--- config.mk ---
export PLATFORM = sky130hd
export DESIGN_NAME = bdBridgeTop
export DESIGN_NICKNAME = d
export VERILOG_FILES = /design/src/common/bdBridgePkg.sv /design/src/verilog/bdBridgeTop.sv /design/src/bridge/bdToChannel.sv /design/src/bridge/channelToBd.sv /design/src/verilog/wordFifo.sv
export SDC_FILE = /design/constraint.sdc
export NUM_CORES = 1
export LEC_CHECK = 0
export BUFFER_PORTS_ARGS = -buffer_cell sky130_fd_sc_hd__buf_2
export CAP_MARGIN = 0
export CORE_ASPECT_RATIO = 0.9
export CORE_MARGIN = 4
export CORE_UTILIZATION = 53
export DETAILED_ROUTE_END_ITERATION = 10
export PLACE_DENSITY = 0.78
export SLEW_MARGIN = 20
export SYNTH_ARGS = -nofsm -noshare
export SYNTH_HDL_FRONTEND = slang
export SYNTH_SLANG_ARGS = --single-unit
--- constraint.sdc ---
create_clock -name clk -period 2.66 [get_ports clk]
set_input_delay 0.532 -clock clk [delete_from_list [all_inputs] [get_ports clk]]
set_output_delay 0.532 -clock clk [all_outputs]
set_load 0.02 [all_outputs]
--- src/common/bdBridgePkg.sv ---
`default_nettype none

// Shared widths, FIFO sizing and word layouts for the FPGA to BD bridge
package bdBridgePkg;

    // Word widths on the BD pins
    localparam int pin2coreWidth = 21;
    localparam int core2pinWidth = 20;

    // Both word types carry the same payload field
    localparam int payloadWidth = 16;
    localparam int destWidth    = pin2coreWidth - payloadWidth;
    localparam int tagWidth     = core2pinWidth - payloadWidth;

    // Entries in each direction's FIFO
    localparam int fifoDepth = 2;

    // Pointer and occupancy widths derived from the depth
    localparam int fifoPtrWidth   = $clog2(fifoDepth);
    localparam int fifoCountWidth = $clog2(fifoDepth + 1);

    // FPGA channel to BD
    typedef struct packed {
        logic [destWidth-1:0]    dest;
        logic [payloadWidth-1:0] payload;
    } pin2coreWord_t;

    // BD to FPGA channel
    typedef struct packed {
        logic [tagWidth-1:0]     tag;
        logic [payloadWidth-1:0] payload;
    } core2pinWord_t;

endpackage

`default_nettype wire
--- src/verilog/bdBridgeTop.sv ---
`timescale 1ns/100ps
`default_nettype none

// FPGA to BD bridge, both directions on one clock
module bdBridgeTop
    import bdBridgePkg::*;
(
    input  logic          clk,
    input  logic          rstN,

    // Pin-to-core channel from the FPGA
    input  logic          inChanValid,
    input  pin2coreWord_t inChanData,
    output logic          inChanAck,

    // Pin-to-core BD pins
    output logic          bdInValid,
    output pin2coreWord_t bdInData,
    input  logic          bdInReady,

    // Core-to-pin BD pins
    input  logic          bdOutValidN,
    input  core2pinWord_t bdOutData,
    output logic          bdOutReady,

    // Core-to-pin channel to the FPGA
    output logic          outChanValid,
    output core2pinWord_t outChanData,
    input  logic          outChanAck
);

    // Pin-to-core direction
    channelToBd chanToBd0 (
        .clk       (clk),
        .rstN      (rstN),
        .chanValid (inChanValid),
        .chanData  (inChanData),
        .chanAck   (inChanAck),
        .bdValid   (bdInValid),
        .bdData    (bdInData),
        .bdReady   (bdInReady)
    );

    // Core-to-pin direction
    bdToChannel bdToChan0 (
        .clk       (clk),
        .rstN      (rstN),
        .bdValidN  (bdOutValidN),
        .bdData    (bdOutData),
        .bdReady   (bdOutReady),
        .chanValid (outChanValid),
        .chanData  (outChanData),
        .chanAck   (outChanAck)
    );

endmodule

`default_nettype wire

--- src/bridge/bdToChannel.sv ---
`timescale 1ns/100ps
`default_nettype none

// Ready/valid receiver from the BD, active four-phase sender
// toward the FPGA channel
module bdToChannel
    import bdBridgePkg::*;
(
    input  logic          clk,
    input  logic          rstN,

    // BD pins, valid is active low
    input  logic          bdValidN,
    input  core2pinWord_t bdData,
    output logic          bdReady,

    // FPGA channel, four-phase
    output logic          chanValid,
    output core2pinWord_t chanData,
    input  logic          chanAck
);

    typedef enum logic [1:0] {
        sendIdle,
        sendWaitAck,
        sendWaitRelease
    } sendState_t;

    sendState_t    state;
    logic          bdValid;
    logic          fifoPush;
    logic          fifoPop;
    logic          fifoFull;
    logic          fifoEmpty;
    core2pinWord_t fifoHead;
    logic          chanValidReg;
    core2pinWord_t chanDataReg;

    assign bdValid  = !bdValidN;
    assign bdReady  = !fifoFull;
    assign fifoPush = bdValid && bdReady;

    // Head leaves the FIFO as it is loaded into the output register
    assign fifoPop = (state == sendIdle) && !fifoEmpty;

    wordFifo #(
        .payload_t (core2pinWord_t)
    ) fifo0 (
        .clk      (clk),
        .rstN     (rstN),
        .push     (fifoPush),
        .pushData (bdData),
        .pop      (fifoPop),
        .popData  (fifoHead),
        .full     (fifoFull),
        .empty    (fifoEmpty)
    );

    // Output word register
    always_ff @(posedge clk)
    begin
        if (fifoPop)
        begin
            chanDataReg <= fifoHead;
        end
    end

    always_ff @(posedge clk)
    begin
        if (!rstN)
        begin
            state        <= sendIdle;
            chanValidReg <= 1'b0;
        end
        else
        begin
            case (state)
                sendIdle:
                begin
                    if (!fifoEmpty)
                    begin
                        chanValidReg <= 1'b1;
                        state        <= sendWaitAck;
                    end
                end
                sendWaitAck:
                begin
                    if (chanAck)
                    begin
                        chanValidReg <= 1'b0;
                        state        <= sendWaitRelease;
                    end
                end
                sendWaitRelease:
                begin
                    // Receiver must drop ack before the next word
                    if (!chanAck)
                    begin
                        state <= sendIdle;
                    end
                end
                default:
                begin
                    state        <= sendIdle;
                    chanValidReg <= 1'b0;
                end
            endcase
        end
    end

    assign chanValid = chanValidReg;
    assign chanData  = chanDataReg;

endmodule

`default_nettype wire

--- src/bridge/channelToBd.sv ---
`timescale 1ns/100ps
`default_nettype none

// Passive four-phase receiver on the FPGA side,
// ready/valid source toward the BD
module channelToBd
    import bdBridgePkg::*;
(
    input  logic          clk,
    input  logic          rstN,

    // FPGA channel, four-phase
    input  logic          chanValid,
    input  pin2coreWord_t chanData,
    output logic          chanAck,

    // BD pins, ready/valid
    output logic          bdValid,
    output pin2coreWord_t bdData,
    input  logic          bdReady
);

    logic          ackReg;
    logic          fifoPush;
    logic          fifoPop;
    logic          fifoFull;
    logic          fifoEmpty;
    pin2coreWord_t fifoHead;

    // Store once per valid phase, only while ack is still low
    assign fifoPush = chanValid && !ackReg && !fifoFull;

    // Transfer to the BD on valid and ready
    assign fifoPop = bdValid && bdReady;

    always_ff @(posedge clk)
    begin
        if (!rstN)
        begin
            ackReg <= 1'b0;
        end
        else if (fifoPush)
        begin
            // Word stored this edge, acknowledge it
            ackReg <= 1'b1;
        end
        else if (ackReg && !chanValid)
        begin
            // Sender has let go of valid, close the phase
            ackReg <= 1'b0;
        end
    end

    assign chanAck = ackReg;

    wordFifo #(
        .payload_t (pin2coreWord_t)
    ) fifo0 (
        .clk      (clk),
        .rstN     (rstN),
        .push     (fifoPush),
        .pushData (chanData),
        .pop      (fifoPop),
        .popData  (fifoHead),
        .full     (fifoFull),
        .empty    (fifoEmpty)
    );

    // FIFO head is the BD side source, held until taken
    assign bdValid = !fifoEmpty;
    assign bdData  = fifoHead;

endmodule

`default_nettype wire

--- src/verilog/wordFifo.sv ---
`timescale 1ns/100ps
`default_nettype none

// Small circular buffer, payload type set per instance
module wordFifo
    import bdBridgePkg::*;
#(
    parameter type payload_t = logic [7:0]
)
(
    input  logic     clk,
    input  logic     rstN,
    input  logic     push,
    input  payload_t pushData,
    input  logic     pop,
    output payload_t popData,
    output logic     full,
    output logic     empty
);

    payload_t                  mem [fifoDepth];
    logic [fifoPtrWidth-1:0]   wrPtr;
    logic [fifoPtrWidth-1:0]   rdPtr;
    logic [fifoCountWidth-1:0] count;
    logic                      pushOk;
    logic                      popOk;

    // Pointer increment with wrap at the last entry
    function automatic logic [fifoPtrWidth-1:0] nextPtr(input logic [fifoPtrWidth-1:0] ptr);
        if (ptr == fifoPtrWidth'(fifoDepth - 1))
        begin
            return '0;
        end
        return ptr + 1'b1;
    endfunction

    assign full   = (count == fifoCountWidth'(fifoDepth));
    assign empty  = (count == '0);

    // Requests against a full or empty buffer are dropped here
    assign pushOk = push && !full;
    assign popOk  = pop && !empty;

    // Head entry, valid whenever not empty
    assign popData = mem[rdPtr];

    always_ff @(posedge clk)
    begin
        if (pushOk)
        begin
            mem[wrPtr] <= pushData;
        end
    end

    always_ff @(posedge clk)
    begin
        if (!rstN)
        begin
            wrPtr <= '0;
            rdPtr <= '0;
            count <= '0;
        end
        else
        begin
            if (pushOk)
            begin
                wrPtr <= nextPtr(wrPtr);
            end
            if (popOk)
            begin
                rdPtr <= nextPtr(rdPtr);
            end
            // Simultaneous push and pop leaves occupancy unchanged
            case ({pushOk, popOk})
                2'b10:   count <= count + 1'b1;
                2'b01:   count <= count - 1'b1;
                default: count <= count;
            endcase
        end
    end

endmodule

`default_nettype wire

==> qor.csv <==
metric;value;unit
PortBufs;91;
vias per inst;4.95;
Async S/R FF share, synth;0;
Fin. Hold Viols;0;
die area;9250;sq um
Peak Freq;0.470;GHz
ant diodes;0;
Synth Area in Simple Gates;0.0304;
yosys warns;0;
Mapped Cells;213;
Worst Path Max Fanout;21;
mux cell area share after synthesis;0.112;
post-route cell area;5320;sq um
CTS tree;done;
# fillers;515;
post-synthesis compound-gate area fraction;0.0222;
drt wl/cell;15.7;um
Worst Tran Pin Value;1.04;ns
layout cell share with drive strength beyond 1;0.482;
TritonCTS buffer count;17;
unrepaired setup endpoints after global routing;false;
Core Footprint;7540;sq um
First-pass DRT Iterations;4;
Detailed Place HPWL;4.57;mm
Synth top area share;0.743;
Tot GR Track Use;0.159;
post-CTS setup buffers;0;
DRT iter0 DRCs;77;
max-cap violation count;0;
initial cell density of the core;0.546;
Multi-input gate area;766;sq um
Clock Path Buffers;2;
# IOs;92;
initial antenna violation count;0;
ranking of synthesized cells by area;edfxtp_1 (74%), mux2_2 (8.5%), dfxtp_1 (6.3%), mux2_1 (2.7%), a21oi_1 (0.73%);
Worst Hold Class;in -> reg;
setup TNS;0;ns
pwr dens;1150;nW/um^2
dominant synthesized flop cell;edfxtp_1;
clock skew;0.0105;ns
CP Capture Type;output pin;
Final min period;2.13;ns
Worst-Skew Late Latency;0.49;ns
first-pass GRT wire length;11.1;mm
largest family of logic cells by synthesized area;multiplexers;
drt drc;0;
fin util;0.705;
post-synthesis sequential element count;115;
clock power share;0.346;
largest net degree at the start of global routing;23;
hold buffer count at cts;0;
Flop pwr share;0.425;
switching pwr;0.00173;W
CP Class;reg -> out;
Net count, final;374;
Synth cell types;25;
FF+latch area;3320;sq um
final worst path period share;0.800;
Die Y-Extent;91.7;um
Worst slew margin;0.303;
Area Overhead vs Synth;29.0;%
Min Hold Slack;0.229;ns
root buf cell;clkbuf_8;
combinational share of power;0.229;
Avg Inst Size Synth;19.3;sq um
CP startpoint kind;flip-flop;
syn_nets;262;
Seq/Total Area, Yosys;0.806;
post-CTS sizing;0;
LEAKAGE;2.03;nW
via count;2149;
leading area contributor after synthesis;edfxtp_1;
Int Pwr;0.00440;W
Slew Viols, Final;0;
status;finished, final reports clean;
Synth Area in Adders;0.00607;
Commonest cells post-synth;edfxtp_1 (102), mux2_2 (31), dfxtp_1 (13);
Post-Syn Area;4120;sq um
Die Width;101;um
gr ovfl total;0;
Critical R2R Launch;bdToChan0.fifo0.count[0];
most common cell in the netlist;edfxtp_1;
Post-DP Area;4740;sq um
H-tree depth;4;
Worst VDD drop;0.750;mV
XOR/XNOR share of the synthesized area;0.0128;
critical path required time;2.13;ns
WP data arrival;1.60;ns
Worst Hold Launch;inChanData[1];
vias in the first global route;2389;
ANT nets after route;0;
Post-synth EDFFs;102;
clk sinks;115;
Final setup viols;0;
placer congestion estimate;0.754;
switch share;0.283;
routed wire length;6.80;mm
FP Rows;30;
Clock transition at path regs;0.06;ns
==> registers in the layout, indices dropped and copies added (netlist names), 2 cells and up, named ones only <==
register,cells
chanToBd0.fifo0.count,2
bdToChan0.state,2
chanToBd0.fifo0.mem,42
bdToChan0.fifo0.count,2
bdToChan0.fifo0.mem,40
bdToChan0.chanData,20
==> cells in the final DEF (no fill, tap or decap) <==
cell	count
a21oi_1	6
and3_1	1
buf_12	1
buf_2	91
buf_4	5
bufinv_16	2
clkbuf_1	2
clkbuf_16	16
clkbuf_8	4
clkinv_2	5
clkinv_4	1
clkinvlp_4	2
dfxtp_1	13
edfxtp_1	102
ha_1	2
inv_1	5
inv_2	1
mux2_1	10
mux2_2	31
nand2_1	2
nand2b_1	3
nor2_1	6
nor2_2	2
nor2b_1	2
nor3_2	1
o211a_1	1
o21a_1	2
o21a_2	1
o21ai_0	4
o31ai_1	1
or2_1	2
or3_1	4
or4_1	1
xnor2_1	3
xor2_1	3
==> per-stage QoR <==
| stage | total power, W | instances | worst slack (ns) |
|---|---|---|---|
| floorplan | 0.00357 | 213 | 0.220 |
| global placement | 0.00401 | 402 | 0.905 |
| detailed placement | 0.00407 | 402 | 0.871 |
| CTS | 0.00619 | 434 | 0.495 |
| global route | 0.00643 | 434 | 0.451 |
| finish | 0.00613 | 434 | 0.533 |
==> cell type report <==
class,instances,share of cell area
flip-flops and latches,115,0.625
multi-input cells,88,0.144
repair buffers,97,0.0965
clock buffers,22,0.0871
well taps,96,0.0226
clock inverters,10,0.0205
inverters,6,0.00424
==> power groups by stage <==
stage	combinational [W]	sequential [W]	clock [W]
3_3_place_gp	0.00139	0.00262	0
5_1_grt	0.00152	0.00265	0.00225
2_1_floorplan	0.000824	0.00275	0
3_5_place_dp	0.00143	0.00265	0
6_report	0.00140	0.00261	0.00212
4_1_cts	0.00143	0.00261	0.00215
==> final timing paths <==
path / end / cells after the start / slack, ns
worst min-delay path: chanToBd0.fifo0.mem[0][1] / 1 / 0.23
worst max register to register: bdToChan0.fifo0.count[1] / 6 / 0.88
worst min register to register: bdToChan0.chanValid / 2 / 0.46
worst max-delay path: bdInData[16] / 3 / 0.53
==> kinds of logic (layout without fill, tap and decap cells) <==
group / after synthesis / in the layout
compound gates: 15 / 15
xor+xnor: 6 / 6
mux: 41 / 41
flops: 115 / 115
simple gates: 24 / 24
buf+inv: 10 / 135
fa+ha+maj: 2 / 2
==> worst max-delay path, cell delays in order, from the launching register on <==
cell and delay, ns:
dfxtp_1 0.30, buf_4 0.27, mux2_2 0.38, buf_2 0.16
==> per-layer routing <==
metal / global-route usage / part of all wire
met4: 0.0554 / 0.0062
met5: 0 / 0
met2: 0.278 / 0.54
met1: 0.179 / 0.40
met3: 0.0563 / 0.048
Power figures use the tool's default switching activity.
